$ cat src/rtl/fruPkg.sv
// Forwarding register unit definitions

package fruPkg;

   ////////////////////////////////////////
   // widths and sizes
   ////////////////////////////////////////

   localparam int dataWidth     = 32;  // operand and result buses
   localparam int regCount      = 32;  // entries in the register file
   localparam int regIndexWidth = 5;   // bits needed to index regCount
   localparam int regAddrWidth  = 6;   // msb is the valid bit, low bits the index

   ////////////////////////////////////////
   // hardwired zero register
   ////////////////////////////////////////

   localparam logic [regIndexWidth-1:0] zeroRegIndex = 5'd31;  // r31, never forwarded
   localparam logic [dataWidth-1:0]     zeroRegValue = '0;     // what r31 reads as

   // class of the instruction entering the execute stage
   // only a load leaves a result that the execute stage cannot forward yet
   typedef enum logic [2:0] {
      opNop    = 3'd0,  // bubble
      opAlu    = 3'd1,  // result ready at end of execute
      opLoad   = 3'd2,  // result ready only after memory access
      opStore  = 3'd3,  // no register result, address calc only
      opBranch = 3'd4   // resolves in execute
   } instrClass_t;

   // source of an operand at the forwarding mux
   // codes follow stage age, the youngest producer gets the highest code
   typedef enum logic [1:0] {
      selReg = 2'b00,  // register file read
      selWb  = 2'b01,  // latched writeback entry
      selMau = 2'b10,  // memory stage output
      selExu = 2'b11   // execute stage result
   } fwdSel_t;

endpackage

$ cat src/rtl/pipeMirror.sv
// Pipeline stage mirror

module pipeMirror
   import fruPkg::*;
(
   input  logic                    sys_clk,
   input  logic                    rst,
   // stage control levels from the pipeline controller
   input  logic                    stepExu,      // execute stage advances next edge
   input  logic                    stepWb,       // writeback stage advances next edge
   input  logic                    workExu,      // execute stage holds valid work
   input  logic                    workMau,      // memory stage holds valid work
   input  logic                    workWb,       // writeback stage holds valid work
   input  logic                    exuCond,      // low iff a cmov failed in execute
   input  logic                    mauCond,      // low iff a cmov failed in memory
   // addresses, msb is the valid bit
   input  logic [regAddrWidth-1:0] regA,
   input  logic [regAddrWidth-1:0] regB,
   input  logic [regAddrWidth-1:0] exuDest,
   input  logic [regAddrWidth-1:0] mauDest,
   // result buses
   input  logic [dataWidth-1:0]    exuResData,
   input  logic [dataWidth-1:0]    mauData,
   input  instrClass_t             decode,       // class of instr entering execute
   // registered copies, stable for the whole cycle
   output logic                    lWorkExu,
   output logic                    lWorkMau,
   output logic                    lWorkWb,
   output logic                    lExuCond,
   output logic                    lMauCond,
   output logic [regAddrWidth-1:0] lRegA,
   output logic [regAddrWidth-1:0] lRegB,
   output logic [regAddrWidth-1:0] lExuDest,
   output logic [regAddrWidth-1:0] lMauDest,
   output logic [dataWidth-1:0]    lExuResData,
   output logic [dataWidth-1:0]    lMauData,
   // mirror state
   output logic                    exuIsLoad,    // execute stage holds a load
   output logic [regAddrWidth-1:0] wbAddr,       // writeback destination with valid bit
   output logic [dataWidth-1:0]    wbData,       // writeback result
   output logic                    wbCond        // writeback cmov condition
);

   logic        lStepExu;  // step levels only gate the mirror below
   logic        lStepWb;
   instrClass_t lDecode;   // consumed here, nobody downstream needs the class

   ////////////////////////////////////////
   // input capture
   ////////////////////////////////////////

   // the controller changes steps and works after the edge,
   // so everything is sampled once and held for the cycle
   always_ff @(posedge sys_clk) begin
      if (rst) begin
         lStepExu    <= 1'b0;
         lStepWb     <= 1'b0;
         lWorkExu    <= 1'b0;
         lWorkMau    <= 1'b0;
         lWorkWb     <= 1'b0;
         lExuCond    <= 1'b0;
         lMauCond    <= 1'b0;
         lRegA       <= '0;
         lRegB       <= '0;
         lExuDest    <= '0;
         lMauDest    <= '0;
         lExuResData <= '0;
         lMauData    <= '0;
         lDecode     <= opNop;
      end else begin
         lStepExu    <= stepExu;
         lStepWb     <= stepWb;
         lWorkExu    <= workExu;
         lWorkMau    <= workMau;
         lWorkWb     <= workWb;
         lExuCond    <= exuCond;
         lMauCond    <= mauCond;
         lRegA       <= regA;
         lRegB       <= regB;
         lExuDest    <= exuDest;
         lMauDest    <= mauDest;
         lExuResData <= exuResData;
         lMauData    <= mauData;
         lDecode     <= decode;
      end
   end

   ////////////////////////////////////////
   // mirror of the pipe
   ////////////////////////////////////////

   // load flag follows the instruction into execute
   always_ff @(posedge sys_clk) begin
      if (rst)
         exuIsLoad <= 1'b0;
      else if (lStepExu)
         exuIsLoad <= (lDecode == opLoad);  // only loads defer their result
   end

   // writeback entry, memory stage output moves on when wb steps
   always_ff @(posedge sys_clk) begin
      if (rst) begin
         wbAddr <= '0;  // valid bit clear, nothing to write
         wbData <= '0;
         wbCond <= 1'b0;
      end else if (lStepWb) begin
         wbAddr <= lMauDest;
         wbData <= lMauData;
         wbCond <= lMauCond;
      end
   end

endmodule

$ cat src/rtl/regFile.sv
// Register file, two reads one write

module regFile
   import fruPkg::*;
(
   input  logic                     sys_clk,
   input  logic                     rst,
   input  logic [regIndexWidth-1:0] rdIndexA,  // operand A index
   input  logic [regIndexWidth-1:0] rdIndexB,  // operand B index
   input  logic [regAddrWidth-1:0]  wrAddr,    // writeback address, msb valid
   input  logic [dataWidth-1:0]     wrData,    // writeback result
   input  logic                     wrCond,    // cmov passed
   input  logic                     wrWork,    // writeback stage holds work
   output logic [dataWidth-1:0]     readA,
   output logic [dataWidth-1:0]     readB
);

   logic [dataWidth-1:0] regs [regCount];  // the architectural registers
   logic                 wrEn;

   // all three qualifiers needed, a failed cmov leaves the old value
   assign wrEn = wrAddr[regAddrWidth-1] & wrCond & wrWork;

   ////////////////////////////////////////
   // write port
   ////////////////////////////////////////

   // reset clears the whole file in one cycle
   // r31 may be written but the forwarding mux masks it on read
   always_ff @(posedge sys_clk) begin
      if (rst) begin
         for (int i = 0; i < regCount; i++)
            regs[i] <= '0;
      end else if (wrEn) begin
         regs[wrAddr[regIndexWidth-1:0]] <= wrData;
      end
   end

   ////////////////////////////////////////
   // read ports
   ////////////////////////////////////////

   // asynchronous reads, a same-cycle write is covered by wb forwarding
   assign readA = regs[rdIndexA];
   assign readB = regs[rdIndexB];

endmodule

$ cat src/rtl/operandForward.sv
// Operand forwarding and stall detect

module operandForward
   import fruPkg::*;
(
   // registered source addresses, msb is the valid bit
   input  logic [regAddrWidth-1:0] regA,
   input  logic [regAddrWidth-1:0] regB,
   // execute stage
   input  logic [regAddrWidth-1:0] exuDest,
   input  logic [dataWidth-1:0]    exuResData,
   input  logic                    exuCond,
   input  logic                    workExu,
   input  logic                    exuIsLoad,   // result not ready until memory
   // memory stage
   input  logic [regAddrWidth-1:0] mauDest,
   input  logic [dataWidth-1:0]    mauData,
   input  logic                    mauCond,
   input  logic                    workMau,
   // writeback entry
   input  logic [regAddrWidth-1:0] wbAddr,
   input  logic [dataWidth-1:0]    wbData,
   input  logic                    wbCond,
   input  logic                    workWb,
   // register file reads at regA and regB
   input  logic [dataWidth-1:0]    readA,
   input  logic [dataWidth-1:0]    readB,
   // to execute and the pipeline controller
   output logic [dataWidth-1:0]    opd1,
   output logic [dataWidth-1:0]    opd2,
   output logic                    waitForData  // stall request, advisory only
);

   fwdSel_t selA;  // chosen producer for operand A
   fwdSel_t selB;  // chosen producer for operand B
   logic    hazA;  // operand A waits on a load in execute
   logic    hazB;

   ////////////////////////////////////////
   // helper functions
   ////////////////////////////////////////

   // valid source that is not the zero register
   function automatic logic srcLive(input logic [regAddrWidth-1:0] src);
      return src[regAddrWidth-1] && (src[regIndexWidth-1:0] != zeroRegIndex);
   endfunction

   // youngest qualified producer wins, full address compare incl valid bit
   function automatic fwdSel_t pickSource(input logic [regAddrWidth-1:0] src);
      fwdSel_t sel;
      sel = selReg;  // default, nothing in flight
      if (srcLive(src)) begin
         if ((src == exuDest) && !exuIsLoad && exuCond && workExu)
            sel = selExu;
         else if ((src == mauDest) && mauCond && workMau)
            sel = selMau;
         else if ((src == wbAddr) && wbCond && workWb)
            sel = selWb;
      end
      return sel;
   endfunction

   // a load still in execute cannot be forwarded, ask for a stall
   function automatic logic loadHazard(input logic [regAddrWidth-1:0] src);
      return srcLive(src) && (src == exuDest) && exuIsLoad && workExu;
   endfunction

   // operand mux, r31 is substituted regardless of the valid bit
   function automatic logic [dataWidth-1:0] muxOperand(
      input logic [regAddrWidth-1:0] src,
      input fwdSel_t                 sel,
      input logic [dataWidth-1:0]    regData
   );
      logic [dataWidth-1:0] val;
      if (src[regIndexWidth-1:0] == zeroRegIndex) begin
         val = zeroRegValue;
      end else begin
         case (sel)
            selExu:  val = exuResData;
            selMau:  val = mauData;
            selWb:   val = wbData;   // same-cycle write not yet in the file
            default: val = regData;  // selReg
         endcase
      end
      return val;
   endfunction

   ////////////////////////////////////////
   // source selection
   ////////////////////////////////////////

   always_comb begin
      selA = pickSource(regA);
      selB = pickSource(regB);
      hazA = loadHazard(regA);
      hazB = loadHazard(regB);
   end

   ////////////////////////////////////////
   // outputs
   ////////////////////////////////////////

   assign opd1        = muxOperand(regA, selA, readA);
   assign opd2        = muxOperand(regB, selB, readB);
   assign waitForData = hazA | hazB;  // either operand is enough

endmodule

$ cat src/rtl/fru.sv
// Forwarding register unit top

module fru
   import fruPkg::*;
(
   input  logic                    sys_clk,
   input  logic                    rst,
   input  logic                    stepExu,
   input  logic                    stepWb,
   input  logic                    workExu,
   input  logic                    workMau,
   input  logic                    workWb,
   input  logic                    exuCond,
   input  logic                    mauCond,
   input  logic [regAddrWidth-1:0] regA,
   input  logic [regAddrWidth-1:0] regB,
   input  logic [regAddrWidth-1:0] exuDest,
   input  logic [regAddrWidth-1:0] mauDest,
   input  logic [dataWidth-1:0]    exuResData,
   input  logic [dataWidth-1:0]    mauData,
   input  instrClass_t             decode,
   output logic [dataWidth-1:0]    opd1,
   output logic [dataWidth-1:0]    opd2,
   output logic                    waitForData
);

   // registered stage signals
   logic                    lWorkExu;
   logic                    lWorkMau;
   logic                    lWorkWb;
   logic                    lExuCond;
   logic                    lMauCond;
   logic [regAddrWidth-1:0] lRegA;
   logic [regAddrWidth-1:0] lRegB;
   logic [regAddrWidth-1:0] lExuDest;
   logic [regAddrWidth-1:0] lMauDest;
   logic [dataWidth-1:0]    lExuResData;
   logic [dataWidth-1:0]    lMauData;
   // mirror state
   logic                    exuIsLoad;
   logic [regAddrWidth-1:0] wbAddr;
   logic [dataWidth-1:0]    wbData;
   logic                    wbCond;
   // register file reads
   logic [dataWidth-1:0]    readA;
   logic [dataWidth-1:0]    readB;

   ////////////////////////////////////////
   // instances
   ////////////////////////////////////////

   pipeMirror i_mirror (
      .sys_clk     (sys_clk),
      .rst         (rst),
      .stepExu     (stepExu),
      .stepWb      (stepWb),
      .workExu     (workExu),
      .workMau     (workMau),
      .workWb      (workWb),
      .exuCond     (exuCond),
      .mauCond     (mauCond),
      .regA        (regA),
      .regB        (regB),
      .exuDest     (exuDest),
      .mauDest     (mauDest),
      .exuResData  (exuResData),
      .mauData     (mauData),
      .decode      (decode),
      .lWorkExu    (lWorkExu),
      .lWorkMau    (lWorkMau),
      .lWorkWb     (lWorkWb),
      .lExuCond    (lExuCond),
      .lMauCond    (lMauCond),
      .lRegA       (lRegA),
      .lRegB       (lRegB),
      .lExuDest    (lExuDest),
      .lMauDest    (lMauDest),
      .lExuResData (lExuResData),
      .lMauData    (lMauData),
      .exuIsLoad   (exuIsLoad),
      .wbAddr      (wbAddr),
      .wbData      (wbData),
      .wbCond      (wbCond)
   );

   // read at the index bits only, the valid bit matters for forwarding
   regFile i_regFile (
      .sys_clk  (sys_clk),
      .rst      (rst),
      .rdIndexA (lRegA[regIndexWidth-1:0]),
      .rdIndexB (lRegB[regIndexWidth-1:0]),
      .wrAddr   (wbAddr),
      .wrData   (wbData),
      .wrCond   (wbCond),
      .wrWork   (lWorkWb),
      .readA    (readA),
      .readB    (readB)
   );

   operandForward i_forward (
      .regA        (lRegA),
      .regB        (lRegB),
      .exuDest     (lExuDest),
      .exuResData  (lExuResData),
      .exuCond     (lExuCond),
      .workExu     (lWorkExu),
      .exuIsLoad   (exuIsLoad),
      .mauDest     (lMauDest),
      .mauData     (lMauData),
      .mauCond     (lMauCond),
      .workMau     (lWorkMau),
      .wbAddr      (wbAddr),
      .wbData      (wbData),
      .wbCond      (wbCond),
      .workWb      (lWorkWb),
      .readA       (readA),
      .readB       (readB),
      .opd1        (opd1),
      .opd2        (opd2),
      .waitForData (waitForData)
   );

endmodule

$ cat config.mk
export PLATFORM = sky130hd
export DESIGN_NAME = fru
export DESIGN_NICKNAME = d
export VERILOG_FILES = /design/src/rtl/fruPkg.sv /design/src/rtl/pipeMirror.sv /design/src/rtl/regFile.sv /design/src/rtl/operandForward.sv /design/src/rtl/fru.sv
export SDC_FILE = /design/constraint.sdc
export NUM_CORES = 2
export LEC_CHECK = 0
export ABC_CLOCK_PERIOD_IN_PS = 2490
export BUFFER_PORTS_ARGS = -buffer_cell sky130_fd_sc_hd__buf_2
export CAP_MARGIN = 20
export CORE_ASPECT_RATIO = 0.8
export CORE_MARGIN = 1.5
export CORE_UTILIZATION = 35
export DETAILED_ROUTE_END_ITERATION = 12
export PLACE_DENSITY_LB_ADDON = 0.08
export RECOVER_POWER = 50
export SLEW_MARGIN = 15
export SYNTH_ARGS = -nofsm -noshare
export SYNTH_HDL_FRONTEND = slang
export SYNTH_SLANG_ARGS = --single-unit
$ cat constraint.sdc
create_clock -name sys_clk -period 2.49 [get_ports sys_clk]
set_input_delay 0.249 -clock sys_clk [delete_from_list [all_inputs] [get_ports sys_clk]]
set_output_delay 0.249 -clock sys_clk [all_outputs]
set_load 0.01 [all_outputs]
After elaboration in Yosys (flattened, before gate mapping)
Memory sizes are Yosys's and may differ from the RTL's. A register that Yosys moved wholly into a read port is not among the register bits.
Cells that the tools add are included.
{"block": "op_classes", "n_bitwise": 3, "n_eq_ne": 17, "muxes": 22, "reduce_logical": 24}
{"operator": "32-bit case mux with 3 select lines", "n": 2}
{"operator": "32-bit two-way mux", "n": 3}
{"operator": "6-bit equality test", "n": 6}
{"operator": "32-bit OR reduction", "n": 1}
{"operator": "1-bit logical AND", "n": 22}
{"operator": "5-bit two-way mux", "n": 3}
{"operator": "2-bit two-way mux", "n": 6}
{"operator": "5-bit equality test, second input constant", "n": 2}
{"operator": "5-bit != test, second input constant", "n": 2}
{"operator": "2-bit equality test, second input constant", "n": 4}
{"operator": "1-bit two-way mux", "n": 8}
{"operator": "2-bit by 1-bit equality test with 1-bit output, second input constant", "n": 2}
{"operator": "3-bit by 2-bit equality test with 1-bit output, second input constant", "n": 1}
{"operator": "1-bit AND", "n": 2}
{"operator": "1-bit zero test", "n": 1}
{"operator": "1-bit OR", "n": 1}
{"block": "word_totals", "out_inout_bits": 65, "mem_count": 1, "ramBits": 1024, "register_bits": 138, "inputBits": 100}
{"name": "i_regFile.regs", "depth": 32, "width": 32, "read_ports": 2, "rd_clocked_by_memory_dff": 2, "write_ports": 32, "line_no": "regFile.sv:18", "rtl": "logic [dataWidth-1:0] regs [regCount];"}

Logic depth before layout (Yosys ltp)
{"block": "depth", "depth_word": 10, "ltp_mapped": 10, "depth_no_buf": 6}

Cells and area by module
A second synthesis with hierarchy kept.
{"block": "hier_totals", "hier_cells": 5433, "hier_area_um2": 62771.5}
{"mod": "regFile", "cells_each": 4639, "area_each_um2": 55867.3, "n_inst": 1, "seq_area_each_um2": 30749.5}
{"mod": "pipeMirror", "cells_each": 337, "area_each_um2": 4077.7, "n_inst": 1, "seq_area_each_um2": 2762.6}
{"mod": "operandForward", "cells_each": 457, "area_each_um2": 2826.5, "n_inst": 1, "seq_area_each_um2": 0.0}

Least setup slack after synthesis
OpenSTA, ideal clock, no wires.
{"block": "synth_timing", "path_type": "register to output", "from": "reg i_mirror.lRegA[0]", "to": "out opd1[25]", "path_stages_with_launch": 8, "n_path_buf": 3, "setup_slack_ps": 264, "required_ps": 2241, "arrival_time_ps": 1977, "cell_sequence": "dfxtp_1 -> buf_4 -> buf_2 -> buf_2 -> mux4_2 -> a221oi_1 -> nand4b_1 -> o2111a_1"}
{"block": "synth_via", "elab_chain_len": 10, "elab_cells_between_ends": 22, "cone_classes": "8 x eq/ne; 6 x mux; 8 x reduce/logical"}
{"item": "from (decl)", "line_no": "pipeMirror.sv:31", "rtl": "output logic [regAddrWidth-1:0] lRegA,"}
{"item": "from (signal assigned)", "line_no": "pipeMirror.sv:78", "rtl": "lRegA <= regA;"}
{"item": "6-bit equality test", "line_no": "operandForward.sv:57", "rtl": "else if ((src == wbAddr) && wbCond && workWb)"}
{"item": "1-bit logical AND (2 in a row)", "line_no": "operandForward.sv:57"}
{"item": "1-bit two-way mux", "line_no": "operandForward.sv:57"}
{"item": "2-bit two-way mux", "line_no": "operandForward.sv:55", "rtl": "else if ((src == mauDest) && mauCond && workMau)"}
{"item": "2-bit two-way mux", "line_no": "operandForward.sv:53", "rtl": "if ((src == exuDest) && !exuIsLoad && exuCond && workExu)"}
{"item": "2-bit two-way mux", "line_no": "operandForward.sv:52", "rtl": "if (srcLive(src)) begin"}
{"item": "2-bit by 1-bit equality test with 1-bit output / 2-bit equality test (equally long branches)", "line_no": "operandForward.sv:78", "rtl": "case (sel)"}
{"item": "32-bit case mux with 3 select lines", "line_no": "operandForward.sv:78"}
{"item": "32-bit two-way mux (*)", "line_no": "operandForward.sv:75", "rtl": "if (src[regIndexWidth-1:0] == zeroRegIndex) begin"}
{"item": "to (decl)", "line_no": "fru.sv:22", "rtl": "output logic [dataWidth-1:0] opd1,"}
Every way passes the cells marked *; elsewhere a longest branch is shown, timed or not.

Worst setup path after layout
{"block": "layout_timing", "from": "reg i_mirror.lRegA[1]", "to": "out opd1[4]"}
The elaborated chain is that of the path after synthesis.

==> flow_metrics.env <==
export IMPL_status="finished, violations left"
export IMPL_violations_in_the_final_reports="max-slew violations, negative setup slack"
export IMPL_worst_endpoint_required_ns=2.24
export IMPL_antenna_left=0
export IMPL_postSynth_topFlopCell="sky130_fd_sc_hd__edfxtp_1"
export IMPL_routed_via_count=44500
export IMPL_hold_path_class="in2reg"
export IMPL_port_buffers=164
export IMPL_synth_async_reset_ratio_pct=0
export IMPL_area_delta_synth_final_pct=32.1
export IMPL_tightest_hold_margin_ns=0.199
export IMPL_post_synth_inst_count=4725
export IMPL_layout_filler_cells=15400
export IMPL_critPathKind="reg2out"
export IMPL_tritoncts="yes"
export IMPL_final_net_count=5580
export IMPL_finalHoldViolCount=0
export IMPL_numCtsBuffers=134
export IMPL_routed_wl_um=253000
export IMPL_pre_cts_slack_ns=-0.723
export IMPL_reg2reg_slack_ns=-0.32
export IMPL_p_clk_share_pct=41.0
export IMPL_drt_wirelength_per_cell_um=32.1
export IMPL_final_setup_skew_ns=0.0182
export IMPL_gr_usage_met1_pct=38.6
export IMPL_globalRouteMet2Util_pct=44.5
export IMPL_final_layout_size_suffix_gt1_share_pct=34.2
export IMPL_cp_max_fo=16
export IMPL_numClockSinks=1162
export IMPL_clock_period_minus_final_worst_setup_slack_ns=3.59
export IMPL_synth_edf_count=1024
export IMPL_final_worst_path_period_share_pct=144
export IMPL_track_usage_pct=27.7
export IMPL_maxSlewViolCount=66
export IMPL_post_dp_hpwl_um=167000
export IMPL_hp_start="exuResData[29]"
export IMPL_worstSkewPairLatency_ns=0.79
export IMPL_cts_max_level=4
export IMPL_power_net_switching_mw=12.9
export IMPL_critPathLaunch="i_mirror.lRegA[1]"
export IMPL_dieArea_mm2=0.177
export IMPL_swShare_pct=26.0
export IMPL_clk_root_buffer_cell="sky130_fd_sc_hd__clkbuf_16"
export IMPL_rsz0062_at_grt="true"
export IMPL_transition_time_at_the_pin_with_the_least_slew_margin_ns=1.51
export IMPL_detail_route_first_pass_iterations=5
export IMPL_clk_transition_reported_paths_ns=0.06
export IMPL_clk_path_buf_depth=3
export IMPL_initial_utilization_pct=35.2
export IMPL_multi_input_area_mm2=0.0282
export IMPL_power_report_internal_total_mw=36.7
export IMPL_viasPerCell=5.64
export IMPL_grt_antenna_before_repair=11
export IMPL_timing_critical_path_arrival_ns=3.34
export IMPL_critPathLaunchType="register"
export IMPL_top_usage_layer="met2"
export IMPL_core_rowCount=137
export IMPL_maxSlewHeadroom_pct=-0.907
export IMPL_seq_area_mm2=0.0335
export IMPL_ir_drop_uv=758
export IMPL_floorplan_core_area_mm2=0.174
export IMPL_mappedNetlistNets=4825
export IMPL_smallest_setup_slack_after_layout_ns=-1.10
export IMPL_post_place_cells=7388
export IMPL_pin_count_of_the_biggest_net_entering_global_routing=107
export IMPL_reg2reg_from="i_mirror.wbCond"
export IMPL_setup_worst_path_end_class="output pin"
export IMPL_drc=0
export IMPL_dr_first_iter_drc_count=4382
export IMPL_fin_area_mm2=0.0808
export IMPL_synth_yosys_warnings=0
export IMPL_ys_types=53
export IMPL_final_util_pct=46.4
export IMPL_die_boundary_height_um=377
export IMPL_grt_pass1_vias=44200
export IMPL_chipWidth_um=470
export IMPL_synth_area_per_cell_um2=12.9
export IMPL_final_setup_viol_count=1162
export IMPL_synth_ff_latch_count=1162
export IMPL_grt_overflow_total=0
export IMPL_total_leakage_power_nw=30.2
export IMPL_fmax_mhz=279
export IMPL_gp_routability_congestion=0.864
export IMPL_power_per_cell_area_mw_per_mm2=613
export IMPL_share_comb_of_total_power_pct=14.1
export IMPL_first_pass_grt_wire_length_um=348000
export IMPL_max_cap_violations=0
export IMPL_placed_cell_area_mm2=0.0703
export IMPL_layout_cells_non_filler=7888
export IMPL_netlist_area_mm2=0.0612
export IMPL_globalRouteMet3Util_pct=3.28
export IMPL_synth_yosys_seq_area_share_pct=54.8
export IMPL_ios=165
export IMPL_power_sequential_fraction_pct=44.9
-- cell usage in the layout, fill, tap and decap left out, drive strengths merged, types with 9 or more instances in the layout --
master,Yosys,routed
and2,1027,1027
edfxtp,1024,1024
buf,151,966
mux2i,514,514
mux4,260,260
clkbuf,338,214
a22oi,196,196
o22ai,151,151
dfxtp,138,138
nor2b,131,131
o21ai,128,128
nor2,115,115
dlygate4sd3,0,101
a211oi,93,93
nand2,81,81
or3,64,64
clkinv,0,44
or2,35,35
a21oi,34,34
nor4,32,32
and3,31,31
a221oi,31,31
a21o,30,30
a2111oi,30,30
xnor2,29,29
inv,1,12
bufinv,0,11
nand3,9,9
-- power groups by stage --
stage | Combinational (mW) | Clock, mW | Sequential [mW]
2_1_floorplan | 2.88 | 0 | 22.5
3_3_place_gp | 5.86 | 0 | 22.6
3_5_place_dp | 5.85 | 0 | 22.6
4_1_cts | 6.68 | 20.6 | 22.3
5_1_grt | 7.23 | 21.3 | 22.3
6_report | 6.96 | 20.3 | 22.3
-- timing repair --
action	in CTS	in global routing
hold buffers	101	0
hold endpoints to repair	105	0
resized for setup	422	258
gates cloned	18	14
setup buffers	80	67
pin swaps	67	111
setup endpoints to repair	70	729
-- registers in the layout (all words and copies together) (netlist names), 32 cells and up --
signal and flops:
i_regFile.regs 1024, i_mirror.lExuResData 32, i_mirror.lMauData 32, i_mirror.wbData 32
-- kinds of logic after synthesis --
group | Yosys count | share of synthesized area (%)
AOI/OAI and AO/OA | 700 | 8.01
muxes | 775 | 18.0
DFF | 1162 | 54.8
and+or+nand+nor | 1562 | 15.2
xor gates and xnor gates | 36 | 0.528
buffers and inverters | 490 | 3.45
-- metal layers --
| layer | wire length (µm) | share of wire [%] |
|---|---|---|
| met5 | 0 | 0 |
| met4 | 7980 | 3.2 |
| met3 | 15000 | 5.9 |
| met2 | 119000 | 47 |
| met1 | 112000 | 44 |
-- stage by stage --
stage	TNS (ns)	power, mW
final	-153.61	49.5
after global routing	-317.04	50.9
after CTS	-66.75	49.6
after detailed placement	-24.98	28.5
after global placement	-25.13	28.5
after floorplan	0	25.3
-- critical path: stages, from the launching register on --
cell and delay, ns:
sky130_fd_sc_hd__dfxtp_4 0.43, sky130_fd_sc_hd__buf_4 0.15, sky130_fd_sc_hd__buf_12 0.17, sky130_fd_sc_hd__buf_12 0.20
sky130_fd_sc_hd__buf_8 0.21, sky130_fd_sc_hd__mux4_2 0.22, sky130_fd_sc_hd__o22ai_2 0.14, sky130_fd_sc_hd__nor4_4 0.47
sky130_fd_sc_hd__nor2_4 0.06, sky130_fd_sc_hd__a211oi_4 0.26, sky130_fd_sc_hd__buf_2 0.19
-- final timing paths --
kind / end / cells past startpoint
setup / recovery: opd1[4] / 10
setup reg to reg: i_regFile.regs[21][30] / 9
hold reg to reg: i_mirror.exuIsLoad / 2
hold / removal: i_mirror.lExuResData[29] / 3
-- cells in the mapped netlist, drive strengths merged, types with 31 or more instances --
library cell  number  area [µm²]
and2            1027        6420
edfxtp          1024       30700
mux2i            514        5140
clkbuf           338        1270
mux4             260        5860
a22oi            196        1470
buf              151         832
o22ai            151         945
dfxtp            138        2760
nor2b            131         820
o21ai            128         641
nor2             115         432
a211oi            93         848
nand2             81         304
or3               64         400
or2               35         219
a21oi             34         170
nor4              32         200
a221oi            31         272
and3              31         194
-- layout make-up --
type | count | area share [%]
antenna | 4 | 0.0124
clock buffer | 178 | 4.59
tap | 2293 | 3.55
sequential | 1162 | 41.5
multi-input combinational | 3073 | 34.9
clock inverter | 69 | 0.833
inverter | 1 | 0.00465
timing repair buffer | 1108 | 14.6
Note: power is estimated with default switching activity, not from simulation.
